<file path="config.mk">
export PLATFORM = sky130hd
export DESIGN_NAME = execCore
export DESIGN_NICKNAME = d
export VERILOG_FILES = /design/src/hdl/cpuPkg.sv /design/src/hdl/mainDecoder.sv /design/src/hdl/aluControl.sv /design/src/hdl/alu.sv /design/src/hdl/regFile.sv /design/src/hdl/execCore.sv
export SDC_FILE = /design/constraint.sdc
export NUM_CORES = 2
export LEC_CHECK = 0
export BUFFER_PORTS_ARGS = -buffer_cell sky130_fd_sc_hd__clkbuf_2
export CAP_MARGIN = 30
export CELL_PAD_IN_SITES_DETAIL_PLACEMENT = 2
export CELL_PAD_IN_SITES_GLOBAL_PLACEMENT = 2
export CORE_ASPECT_RATIO = 1.1
export CORE_MARGIN = 2
export CORE_UTILIZATION = 25
export CTS_CLUSTER_DIAMETER = 40
export DETAILED_ROUTE_END_ITERATION = 10
export PLACE_DENSITY = 0.58
export SLEW_MARGIN = 15
export SYNTH_ARGS = -nofsm -noshare
export SYNTH_HDL_FRONTEND = slang
export SYNTH_SLANG_ARGS = --single-unit
</file>
<file path="constraint.sdc">
create_clock -name clk -period 30.9 [get_ports clk]
set_input_delay 3.09 -clock clk [delete_from_list [all_inputs] [get_ports clk]]
set_output_delay 3.09 -clock clk [all_outputs]
set_load 0.1 [all_outputs]
</file>
<file path="src/hdl/cpuPkg.sv">
package cpuPkg;

    ////////////////////////////////////////////////////////////////////////////
    // Basic types
    ////////////////////////////////////////////////////////////////////////////

    typedef logic [4:0] regIdx_t;   // Register index, 32 entries
    typedef logic [3:0] aluOp_t;    // Operation class from main decoder
    typedef logic [3:0] aluCtrl_t;  // Final ALU control code

    ////////////////////////////////////////////////////////////////////////////
    // Opcodes, instr[31:26]
    ////////////////////////////////////////////////////////////////////////////

    localparam logic [5:0] opRType    = 6'b000000;
    localparam logic [5:0] opRegImm   = 6'b000001;  // bltz / bgez, picked by rt
    localparam logic [5:0] opJ        = 6'b000010;
    localparam logic [5:0] opJal      = 6'b000011;
    localparam logic [5:0] opBeq      = 6'b000100;
    localparam logic [5:0] opBne      = 6'b000101;
    localparam logic [5:0] opBlez     = 6'b000110;
    localparam logic [5:0] opBgtz     = 6'b000111;
    localparam logic [5:0] opAddi     = 6'b001000;
    localparam logic [5:0] opSlti     = 6'b001010;
    localparam logic [5:0] opAndi     = 6'b001100;
    localparam logic [5:0] opOri      = 6'b001101;
    localparam logic [5:0] opXori     = 6'b001110;
    localparam logic [5:0] opSpecial2 = 6'b011100;  // mul lives here

    ////////////////////////////////////////////////////////////////////////////
    // Funct field, instr[5:0]
    ////////////////////////////////////////////////////////////////////////////

    localparam logic [5:0] fnAdd = 6'b100000;
    localparam logic [5:0] fnSub = 6'b100010;
    localparam logic [5:0] fnAnd = 6'b100100;
    localparam logic [5:0] fnOr  = 6'b100101;
    localparam logic [5:0] fnNor = 6'b100111;
    localparam logic [5:0] fnXor = 6'b100110;
    localparam logic [5:0] fnSll = 6'b000000;
    localparam logic [5:0] fnSrl = 6'b000010;
    localparam logic [5:0] fnSlt = 6'b101010;
    localparam logic [5:0] fnMul = 6'b000010;  // Under opSpecial2 only

    ////////////////////////////////////////////////////////////////////////////
    // ALU operation classes
    ////////////////////////////////////////////////////////////////////////////

    localparam aluOp_t aluOpLoadAdd = 4'b0000;
    localparam aluOp_t aluOpAddi    = 4'b0001;
    localparam aluOp_t aluOpRType   = 4'b0010;  // Refined by funct
    localparam aluOp_t aluOpBgez    = 4'b0011;
    localparam aluOp_t aluOpBeq     = 4'b0100;
    localparam aluOp_t aluOpBne     = 4'b0101;
    localparam aluOp_t aluOpBgtz    = 4'b0110;
    localparam aluOp_t aluOpBlez    = 4'b0111;
    localparam aluOp_t aluOpBltz    = 4'b1000;
    localparam aluOp_t aluOpJump    = 4'b1001;
    localparam aluOp_t aluOpAndi    = 4'b1010;
    localparam aluOp_t aluOpOri     = 4'b1011;
    localparam aluOp_t aluOpXori    = 4'b1100;
    localparam aluOp_t aluOpSlti    = 4'b1101;
    localparam aluOp_t aluOpMul     = 4'b1111;

    // ALU control codes
    localparam aluCtrl_t aluPass = 4'b0000;
    localparam aluCtrl_t aluAdd  = 4'b0001;
    localparam aluCtrl_t aluSub  = 4'b0010;  // Also the beq compare
    localparam aluCtrl_t aluMul  = 4'b0011;
    localparam aluCtrl_t aluGez  = 4'b0100;
    localparam aluCtrl_t aluNe   = 4'b0101;
    localparam aluCtrl_t aluGtz  = 4'b0110;
    localparam aluCtrl_t aluLez  = 4'b0111;
    localparam aluCtrl_t aluSlt  = 4'b1000;  // slt, slti and bltz
    localparam aluCtrl_t aluAnd  = 4'b1010;
    localparam aluCtrl_t aluOr   = 4'b1011;
    localparam aluCtrl_t aluNor  = 4'b1100;
    localparam aluCtrl_t aluXor  = 4'b1101;
    localparam aluCtrl_t aluSll  = 4'b1110;
    localparam aluCtrl_t aluSrl  = 4'b1111;

    // Immediate extension modes
    localparam logic [1:0] immNone   = 2'b00;  // Second operand from rt
    localparam logic [1:0] immSigned = 2'b01;
    localparam logic [1:0] immZero   = 2'b10;

endpackage

</file>
<file path="src/hdl/mainDecoder.sv">
`timescale 1ns/1ps

module mainDecoder import cpuPkg::*; (
    input  logic [31:0] instr,
    output aluOp_t      aluOp,
    output logic [1:0]  immMode,
    output logic        wbEn,
    output regIdx_t     wbDest,
    output logic        isBranch,
    output logic        isJump,
    output logic        illegal
);

    logic [5:0] opcode;
    logic [5:0] funct;
    regIdx_t    rt;
    regIdx_t    rd;
    logic       rTypeOk;  // Funct is one of the supported R-type ops

    // Instruction fields
    assign opcode = instr[31:26];
    assign rt     = instr[20:16];
    assign rd     = instr[15:11];
    assign funct  = instr[5:0];

    // Supported R-type funct values
    always_comb begin
        case (funct)
            fnAdd, fnSub, fnAnd, fnOr, fnNor,
            fnXor, fnSll, fnSrl, fnSlt: rTypeOk = 1'b1;
            default:                    rTypeOk = 1'b0;
        endcase
    end

    ////////////////////////////////////////////////////////////////////////////
    // Opcode decode
    ////////////////////////////////////////////////////////////////////////////

    always_comb begin
        // Defaults, no write, no flags
        aluOp    = aluOpLoadAdd;
        immMode  = immNone;
        wbEn     = 1'b0;
        wbDest   = rd;
        isBranch = 1'b0;
        isJump   = 1'b0;
        illegal  = 1'b0;

        case (opcode)
            opRType: begin
                aluOp   = aluOpRType;
                wbEn    = rTypeOk;
                illegal = !rTypeOk;
            end
            opSpecial2: begin
                aluOp   = aluOpMul;
                wbEn    = (funct == fnMul);  // Only mul is supported here
                illegal = (funct != fnMul);
            end

            // Branches, flag only
            opRegImm: begin
                aluOp    = rt[0] ? aluOpBgez : aluOpBltz;
                isBranch = 1'b1;
            end
            opBeq: begin
                aluOp    = aluOpBeq;
                isBranch = 1'b1;
            end
            opBne: begin
                aluOp    = aluOpBne;
                isBranch = 1'b1;
            end
            opBlez: begin
                aluOp    = aluOpBlez;
                isBranch = 1'b1;
            end
            opBgtz: begin
                aluOp    = aluOpBgtz;
                isBranch = 1'b1;
            end

            // j and jal report the jump, link not modelled
            opJ, opJal: begin
                aluOp  = aluOpJump;
                isJump = 1'b1;
            end

            // Immediate ALU forms write rt
            opAddi: begin
                aluOp   = aluOpAddi;
                immMode = immSigned;
                wbEn    = 1'b1;
                wbDest  = rt;
            end
            opSlti: begin
                aluOp   = aluOpSlti;
                immMode = immSigned;
                wbEn    = 1'b1;
                wbDest  = rt;
            end
            opAndi: begin
                aluOp   = aluOpAndi;
                immMode = immZero;
                wbEn    = 1'b1;
                wbDest  = rt;
            end
            opOri: begin
                aluOp   = aluOpOri;
                immMode = immZero;
                wbEn    = 1'b1;
                wbDest  = rt;
            end
            opXori: begin
                aluOp   = aluOpXori;
                immMode = immZero;
                wbEn    = 1'b1;
                wbDest  = rt;
            end
            default: illegal = 1'b1;  // Loads, stores, anything unknown
        endcase
    end

endmodule

</file>
<file path="src/hdl/aluControl.sv">
`timescale 1ns/1ps

module aluControl import cpuPkg::*; (
    input  aluOp_t     aluOp,
    input  logic [5:0] funct,
    output aluCtrl_t   aluCtrl
);

    aluCtrl_t rTypeCtrl;  // Code picked by funct

    ////////////////////////////////////////////////////////////////////////////
    // R-type funct decode
    ////////////////////////////////////////////////////////////////////////////

    always_comb begin
        case (funct)
            fnAdd:   rTypeCtrl = aluAdd;
            fnSub:   rTypeCtrl = aluSub;
            fnAnd:   rTypeCtrl = aluAnd;
            fnOr:    rTypeCtrl = aluOr;
            fnNor:   rTypeCtrl = aluNor;
            fnXor:   rTypeCtrl = aluXor;
            fnSll:   rTypeCtrl = aluSll;
            fnSrl:   rTypeCtrl = aluSrl;
            fnSlt:   rTypeCtrl = aluSlt;
            default: rTypeCtrl = aluPass;  // Unsupported funct
        endcase
    end

    // Class to control code
    always_comb begin
        case (aluOp)
            aluOpLoadAdd: aluCtrl = aluAdd;     // Address style add
            aluOpAddi:    aluCtrl = aluAdd;
            aluOpRType:   aluCtrl = rTypeCtrl;

            // Branch compares
            aluOpBgez:    aluCtrl = aluGez;
            aluOpBeq:     aluCtrl = aluSub;     // Equal tested on a - b
            aluOpBne:     aluCtrl = aluNe;
            aluOpBgtz:    aluCtrl = aluGtz;
            aluOpBlez:    aluCtrl = aluLez;
            aluOpBltz:    aluCtrl = aluSlt;     // Sign of rs

            aluOpJump:    aluCtrl = aluPass;    // Nothing to compute

            // Immediate logic and compare
            aluOpAndi:    aluCtrl = aluAnd;
            aluOpOri:     aluCtrl = aluOr;
            aluOpXori:    aluCtrl = aluXor;
            aluOpSlti:    aluCtrl = aluSlt;

            aluOpMul:     aluCtrl = aluMul;
            default:      aluCtrl = aluPass;    // 1110 unused
        endcase
    end

endmodule

</file>
<file path="src/hdl/alu.sv">
`timescale 1ns/1ps

module alu import cpuPkg::*; #(
    parameter int dataWidth = 32
) (
    input  aluCtrl_t               aluCtrl,
    input  logic [dataWidth-1:0]   a,
    input  logic [dataWidth-1:0]   b,
    input  logic [4:0]             shamt,
    output logic [dataWidth-1:0]   result,
    output logic                   cond
);

    logic [dataWidth-1:0] sum;
    logic [dataWidth-1:0] diff;
    logic [dataWidth-1:0] prod;     // Low half of the signed product
    logic                 lessThan; // Signed a < b
    logic                 aNeg;
    logic                 aZero;
    logic                 abEqual;

    ////////////////////////////////////////////////////////////////////////////
    // Shared arithmetic
    ////////////////////////////////////////////////////////////////////////////

    assign sum      = a + b;
    assign diff     = a - b;
    assign prod     = $signed(a) * $signed(b);  // Truncated to dataWidth
    assign lessThan = $signed(a) < $signed(b);

    // Sign and zero tests on a, for the branch compares
    assign aNeg    = a[dataWidth-1];
    assign aZero   = (a == '0);
    assign abEqual = (a == b);

    // Result mux
    always_comb begin
        case (aluCtrl)
            aluAdd:  result = sum;
            aluSub:  result = diff;
            aluMul:  result = prod;
            aluAnd:  result = a & b;
            aluOr:   result = a | b;
            aluNor:  result = ~(a | b);
            aluXor:  result = a ^ b;
            aluSll:  result = b << shamt;  // Shifts act on rt
            aluSrl:  result = b >> shamt;  // Logical, zero fill
            aluSlt:  result = {{(dataWidth-1){1'b0}}, lessThan};
            default: result = '0;          // Pass and compare-only codes
        endcase
    end

    ////////////////////////////////////////////////////////////////////////////
    // Branch condition
    ////////////////////////////////////////////////////////////////////////////

    always_comb begin
        case (aluCtrl)
            aluNe:   cond = !abEqual;
            aluSub:  cond = abEqual;           // beq
            aluGez:  cond = !aNeg;
            aluGtz:  cond = !aNeg && !aZero;
            aluLez:  cond = aNeg || aZero;
            aluSlt:  cond = aNeg;              // bltz, a below zero
            default: cond = 1'b0;
        endcase
    end

endmodule

</file>
<file path="src/hdl/regFile.sv">
`timescale 1ns/1ps

module regFile import cpuPkg::*; #(
    parameter int dataWidth = 32
) (
    input  logic                 clk,
    input  logic                 rstN,
    input  regIdx_t              rdAddrA,
    input  regIdx_t              rdAddrB,
    output logic [dataWidth-1:0] rdDataA,
    output logic [dataWidth-1:0] rdDataB,
    input  logic                 wrEn,
    input  regIdx_t              wrAddr,
    input  logic [dataWidth-1:0] wrData
);

    logic [dataWidth-1:0] regs [32];

    // Write port, register zero never written
    always_ff @(posedge clk) begin
        if (!rstN) begin
            for (int i = 0; i < 32; i++) begin
                regs[i] <= '0;
            end
        end else if (wrEn && (wrAddr != '0)) begin
            regs[wrAddr] <= wrData;
        end
    end

    // Read ports, combinational
    assign rdDataA = regs[rdAddrA];
    assign rdDataB = regs[rdAddrB];

endmodule

</file>
<file path="src/hdl/execCore.sv">
`timescale 1ns/1ps

module execCore import cpuPkg::*; #(
    parameter int dataWidth = 32
) (
    input  logic                 clk,
    input  logic                 rstN,
    input  logic                 instrValid,
    input  logic [31:0]          instr,
    output logic                 resVal,
    output logic                 resWb,
    output logic                 branchTaken,
    output logic                 jumpTaken,
    output logic                 illegalInstr,
    output logic [dataWidth-1:0] resData,
    output regIdx_t              resDest
);

    // Decode outputs
    aluOp_t     aluOp;
    logic [1:0] immMode;
    logic       wbEn;
    regIdx_t    wbDest;
    logic       isBranch;
    logic       isJump;
    logic       illegal;
    aluCtrl_t   aluCtrl;

    // Datapath
    logic [dataWidth-1:0] rsData;
    logic [dataWidth-1:0] rtData;
    logic [dataWidth-1:0] opB;
    logic [dataWidth-1:0] aluResult;
    logic                 cond;
    logic                 regWrite;

    ////////////////////////////////////////////////////////////////////////////
    // Control
    ////////////////////////////////////////////////////////////////////////////

    mainDecoder uDecoder (
        .instr   (instr),
        .aluOp   (aluOp),
        .immMode (immMode),
        .wbEn    (wbEn),
        .wbDest  (wbDest),
        .isBranch(isBranch),
        .isJump  (isJump),
        .illegal (illegal)
    );

    aluControl uAluCtrl (
        .aluOp  (aluOp),
        .funct  (instr[5:0]),
        .aluCtrl(aluCtrl)
    );

    ////////////////////////////////////////////////////////////////////////////
    // Datapath
    ////////////////////////////////////////////////////////////////////////////

    // Write lands on the same edge, next instruction sees it
    assign regWrite = instrValid && wbEn && (wbDest != '0);

    regFile #(.dataWidth(dataWidth)) uRegs (
        .clk    (clk),
        .rstN   (rstN),
        .rdAddrA(instr[25:21]),     // rs
        .rdAddrB(instr[20:16]),     // rt
        .rdDataA(rsData),
        .rdDataB(rtData),
        .wrEn   (regWrite),
        .wrAddr (wbDest),
        .wrData (aluResult)
    );

    // Second operand select
    always_comb begin
        case (immMode)
            immSigned: opB = {{(dataWidth-16){instr[15]}}, instr[15:0]};
            immZero:   opB = {{(dataWidth-16){1'b0}}, instr[15:0]};
            default:   opB = rtData;
        endcase
    end

    alu #(.dataWidth(dataWidth)) uAlu (
        .aluCtrl(aluCtrl),
        .a      (rsData),
        .b      (opB),
        .shamt  (instr[10:6]),
        .result (aluResult),
        .cond   (cond)
    );

    // Outcome register, one cycle after issue
    always_ff @(posedge clk) begin
        if (!rstN) begin
            resVal       <= 1'b0;
            resWb        <= 1'b0;
            branchTaken  <= 1'b0;
            jumpTaken    <= 1'b0;
            illegalInstr <= 1'b0;
        end else begin
            resVal       <= instrValid;
            resWb        <= regWrite;                 // Low for rd zero
            branchTaken  <= instrValid && isBranch && cond;
            jumpTaken    <= instrValid && isJump;
            illegalInstr <= instrValid && illegal;
        end
    end

    // Payload, held between instructions
    always_ff @(posedge clk) begin
        if (instrValid) begin
            resData <= aluResult;
            resDest <= wbDest;
        end
    end

endmodule

</file>
# Word-level counts from Yosys, hierarchy flattened
# Memories as Yosys holds them, arrays and structs flattened.
# Cells that the tools add are included.
[totals]
ff_bits = 42
mem_bits_rw = 1024
in_bits = 35
output_inout_bits = 42
wordCells = 119
memories = 1
[mem_list]
columns = ["name", "words", "width", "read_ports", "rd_clocked_by_memory_dff", "wr", "line", "text"]
rows = [
  ["uRegs.regs", 32, 32, 2, 0, 32, "regFile.sv:17", "logic [dataWidth-1:0] regs [32];"],
]
[op_classes]
n_addsub = 2
n_mul = 1
n_lt_le_gt_ge = 1
eq_ne = 52
shift = 2
n_mux = 21
n_bitwise = 4
reduce_logical = 28
[op_table]
columns = ["op", "n"]
rows = [
  ["32-bit case mux with 10 select lines", 1],
  ["32-bit case mux with 2 select lines", 1],
  ["4-bit == test (second input constant)", 13],
  ["4-bit case mux with 13 select lines", 1],
  ["4-bit case mux with 12 select lines", 1],
  ["6-bit == test (second input constant)", 7],
  ["4-bit case mux with 9 select lines", 1],
  ["32-bit adder", 1],
  ["32-bit bitwise AND", 1],
  ["32-bit == test", 1],
  ["4-bit by 3-bit == test with 1-bit output (second input constant)", 8],
  ["32-bit zero test", 1],
  ["32-bit less-than comparator", 1],
  ["32-bit by 32-bit multiplier with 32-bit output", 1],
  ["32-bit 2-to-1 mux", 1],
  ["32-bit inverter", 1],
  ["32-bit OR", 1],
  ["32-bit OR reduction", 1],
  ["32-bit by 5-bit << shifter with 32-bit output", 1],
  ["32-bit by 5-bit >> shifter with 32-bit output", 1],
  ["32-bit subtractor", 1],
  ["32-bit bitwise XOR", 1],
  ["6-bit by 4-bit == test with 1-bit output (second input constant)", 5],
  ["6-bit by 3-bit == test with 1-bit output (second input constant)", 4],
  ["25 further kinds", 55],
]

# Depth between registers and ports, before layout
[depth]
word_depth = 12
ltp_mapped = 45
ltp_nobuf = 39

# Cells and area by module
# Synthesis repeated with hierarchy kept, for this count alone.
[hier_totals]
hier_cells = 7859
area_unflattened_um2 = 82098.7
[modules_own_cells]
columns = ["mod", "n_inst", "cells_each", "area_per_inst_um2"]
rows = [
  ["regFile", 1, 4609, 55717.2],
  ["alu", 1, 3036, 24049.3],
  ["execCore", 1, 112, 1639.1],
  ["mainDecoder", 1, 60, 405.4],
  ["aluControl", 1, 42, 287.8],
]

# Least setup slack after synthesis
# No wires, ideal clock.
[synth_timing]
kind = "input port to flip-flop"
from = "in instr[16]"
to = "mem uRegs.regs[24][31] (data pin)"
setup_ns = 0.143
arrival_ns = 12.374
t_required_ns = 30.757
setup_slack_ns = 18.383
stages = 37
n_path_buf = 8
path_cell_list = "buf_6 -> buf_12 -> buf_12 -> buf_12 -> buf_6 -> mux4_1 -> mux4_2 -> mux2_2 -> a22oi_4 -> buf_2 -> buf_1 -> nor2_1 -> fa_1 -> fa_1 -> fa_1 -> inv_1 -> fa_1 -> inv_1 -> fa_1 -> fa_1 -> fa_1 -> fa_1 -> ha_1 -> a21o_1 -> a21o_1 -> a21oi_1 -> nor2b_1 -> o21ai_0 -> nand2b_1 -> or3_1 -> a31o_2 -> a31oi_1 -> o21bai_1 -> xor2_1 -> o311a_4 -> buf_6 -> nor2_2"
[synth_lines]
columns = ["item", "line", "text"]
rows = [
  ["from (decl)", "execCore.sv:9", "input logic [31:0] instr,"],
  ["to (decl)", "regFile.sv:17", ""],
]

# Worst setup path after layout
[layout_timing]
from = "in instr[17]"
to = "reg resData[31] (data pin)"
[layout_between]
elab_chain_cells = 5
[layout_lines]
columns = ["item", "line", "text"]
rows = [
  ["memory 32 x 32 bit *", "-", ""],
  ["32-bit case mux with 2 select lines *", "execCore.sv:79", "case (immMode)"],
  ["parallel branches: the longest is 2 deep, another holds 32-bit by 32-bit multiplier with 32-bit output", "-", ""],
  ["32-bit case mux with 10 select lines *", "alu.sv:38", "case (aluCtrl)"],
  ["named net aluResult[31]", "execCore.sv:33", "logic [dataWidth-1:0] aluResult;"],
  ["to (signal assigned)", "execCore.sv:115", "resData <= aluResult;"],
  ["to (decl)", "execCore.sv:15", "output logic [dataWidth-1:0] resData,"],
]
# Mark *: on every way through the listed nets, which the timed path passes.
# A chain may end at the register's enable or synchronous reset.

==> results.sh <==
export IMPL_cp_arrival_ns=16.06
export IMPL_ios=77
export IMPL_finalCritPeriodShare_pct=50.2
export IMPL_critPathLaunchType="input port"
export IMPL_path_clk_slew_ns=0.06
export IMPL_detailedPlace_worstSlack_ns=14.69
export IMPL_power_frac_seq_pct=17.5
export IMPL_die_w_um=539
export IMPL_syn_inst=6822
export IMPL_p_int_uw=4850
export IMPL_synth_edf_count=1061
export IMPL_ys_types=106
export IMPL_place_detailed_hpwl_um=269000
export IMPL_grt_pass1_wl_um=552000
export IMPL_postCtsResizedCells=0
export IMPL_cts_htree_levels=4
export IMPL_drtAntennaViolNets=0
export IMPL_setup_violations=0
export IMPL_ir_worst_vdd_uv=269
export IMPL_synth_top_cell_area_share_pct=40.5
export IMPL_dp_cells=10800
export IMPL_skew_ns=0.0447
export IMPL_antenna_found_initial=16
export IMPL_maxSlewViolCount=0
export IMPL_p_clk_share_pct=18.3
export IMPL_slowest_delay_ns=0.78
export IMPL_multi_input_area_sq_mm=0.0426
export IMPL_drt_pass1_iterations=5
export IMPL_clock_fmax_mhz=64.4
export IMPL_synth_area_sq_mm=0.0787
export IMPL_max_cap_violations=0
export IMPL_initial_core_util_pct=25.1
export IMPL_die_area_sq_mm=0.319
export IMPL_track_usage_pct=24.8
export IMPL_hold_viol=0
export IMPL_crit_slowest_cell="nor4_2"
export IMPL_min_delay_start="uRegs.regs[17][31]$_SDFFCE_PN0P_"
export IMPL_r2r_start="uRegs.regs[21][9]$_SDFFCE_PN0P_"
export IMPL_p_leak_uw=0.0344
export IMPL_nets=7470
export IMPL_crit_fanout=53
export IMPL_cpMostUsedCell="fa_1"
export IMPL_critical_path_top_delay_family="adder cells"
export IMPL_outcome="finished clean"
export IMPL_crit_type="in2reg"
export IMPL_p_comb_share_pct=64.3
export IMPL_drtIter0Drc=6947
export IMPL_worstPathRequired_ns=31.43
export IMPL_synth_area_leaders="edfxtp_1 40%, mux4_2 14%, fa_1 10%, nor2_1 7.2%, ha_1 3.9%"
export IMPL_cts_setup_buffers=0
export IMPL_ctsHoldBuffers=0
export IMPL_gp_congestion=0.937
export IMPL_p_per_area_mw_per_mm2=109
export IMPL_yosys_top_cells_count="1516 x nor2_1, 1061 x edfxtp_1, 538 x inv_1"
export IMPL_ys_seq_area_share_pct=40.6
export IMPL_post_drt_via_cell_ratio=5.56
export IMPL_hold_class="reg2reg"
export IMPL_period_needed_ns=15.52
export IMPL_syn2layout_area_growth_pct=13.9
export IMPL_clk_latency_ns=0.82
export IMPL_post_drt_wl_per_cell_um=36.4
export IMPL_cts_tree="yes"
export IMPL_switchingPower_uw=4880
export IMPL_grt_ovfl_total=0
export IMPL_first_global_vias=66100
export IMPL_drc=0
export IMPL_clock_path_buffers=3
export IMPL_setup_ws_ns=15.38
export IMPL_whs_ns=1.35
export IMPL_grt_setup_unrepaired="false"
export IMPL_stdcell_count=11000
export IMPL_reg2reg_depth=29
export IMPL_ys_ff_latch=1066
export IMPL_crit_cells=33
export IMPL_syn_avg_cell_area_sq_um=11.5
export IMPL_wl_um=402000
export IMPL_die_h_um=592
export IMPL_clockRootBuffer="clkbuf_16"
export IMPL_startpoint="instr[17]"
export IMPL_cts_buffers=144
export IMPL_postSynth_asyncResetShare_pct=0
export IMPL_n_fill_cell=33800
export IMPL_slew_headroom_pct=24.0
export IMPL_core_rowCount=216
export IMPL_io_buffers=76
export IMPL_critPathCaptureType="flop"
export IMPL_grt_max_degree=111
export IMPL_dr_total_vias=61400
export IMPL_path_buf_inv=8
export IMPL_ys_flop_type="edfxtp_1"
export IMPL_yosysTopAreaCell="edfxtp_1"
export IMPL_seqCellArea_sq_mm=0.0320
export IMPL_synth_most_common_cell="nor2_1"
export IMPL_whs_path_depth=7
export IMPL_drive_gt1_share_pct=19.0
export IMPL_ys_warn_count=0
export IMPL_p_sw_share_pct=50.1
export IMPL_core_sq_mm=0.314
export IMPL_setup_tns_ns=0
export IMPL_worstMarginPinSlew_ns=1.14
export IMPL_cts_num_sinks=1066
placed cells by master, fill, tap and decap left out, types with 20 or more instances in the layout:
cell type  instances
nor2_1          1512
edfxtp_1        1061
inv_1            536
mux4_2           492
fa_1             410
nand2_1          339
mux2i_1          273
ha_1             247
buf_4            243
a21oi_1          176
clkbuf_16        146
o21ai_0          105
a22oi_1           88
clkbuf_2          70
nand3_1           62
xnor2_1           61
nor3_1            51
clkinv_1          37
o22ai_1           36
a21o_1            36
nand2_2           36
a211oi_1          35
nor2_2            33
conb_1            32
a221oi_1          31
nor2b_1           29
mux2_2            29
nand2b_1          27
o21bai_1          27
nand2_4           26
bufinv_16         24
a31oi_1           23
inv_2             22
xor2_1            22
nand4_1           20
or3_1             20
clkinv_2          20
power groups by stage:
stage               clock (uW)  sequential [uW]  combinational, uW
finish                    1780             1700               6260
global route              1840             1700               6760
CTS                       1790             1700               6280
detailed placement           0             1730               6220
global placement             0             1720               6150
floorplan                    0             1810               3740
per-layer routing:
layer / up-vias / GRT usage, % / routed length [um]
met5: - / 0 / 44
met4: 8 / 12.5 / 22700
met3: 867 / 3.76 / 27400
met2: 2862 / 42.5 / 197000
met1: 33500 / 30.3 / 155000
li1: 24100 / - / -
cells by family after synthesis:
group | count (synthesis) | synth area share, %
adders and majority gates | 658 | 14.4
DFF | 1066 | 40.6
muxes | 827 | 18.7
AOI/OAI and AO/OA | 783 | 6.99
and+or+nand+nor | 2257 | 11.8
other | 1 | 0.00476
xor gates and xnor gates | 90 | 1.12
buffers and inverters | 1140 | 6.40
through the flow:
step                util [%]  total power [uW]  area (sq um)
floorplan                  -              5550         78800
global placement        26.8              7870         84200
detailed placement      26.9              7950         84600
CTS                     28.5              9780         89500
global route            28.5             10300         89600
finish                  28.5              9730         89600
state kept, by name, summed over array words and instances (netlist names):
register	flops
uRegs.regs	1024
illegalInstr	1
resVal	1
branchTaken	1
resWb	1
resData	32
resDest	5
jumpTaken	1
worst register-to-register path, delay by kind of cell (launching register included):
family	cells	cell delay, ns
multiplexers	2	0.79
flip-flops	1	0.40
buffers and inverters	4	1.48
adder cells (fa/ha/maj)	8	4.06
AO/OA/AOI/OAI	4	1.50
XOR/XNOR	8	1.72
AND/OR/NAND/NOR	3	1.51
cell type report:
type | count | area share [%]
Sequential cell | 1066 | 35.7
Clock buffer | 157 | 4.12
Antenna cell | 7 | 0.0195
Clock inverter | 105 | 1.41
Timing Repair Buffer | 343 | 3.10
Inverter | 575 | 2.41
Multi-Input combinational cell | 4647 | 47.5
Tap cell | 4142 | 5.78
worst paths after layout:
| path | slack (ns) | to |
|---|---|---|
| worst max-delay path | 15.38 | resData[31]$_DFFE_PP_ |
| worst min register to register | 1.35 | branchTaken$_SDFF_PN0_ |
| worst min-delay path | 1.35 | branchTaken$_SDFF_PN0_ |
| worst max register to register | 19.21 | resData[31]$_DFFE_PP_ |
(Power assumes the default switching activity.)
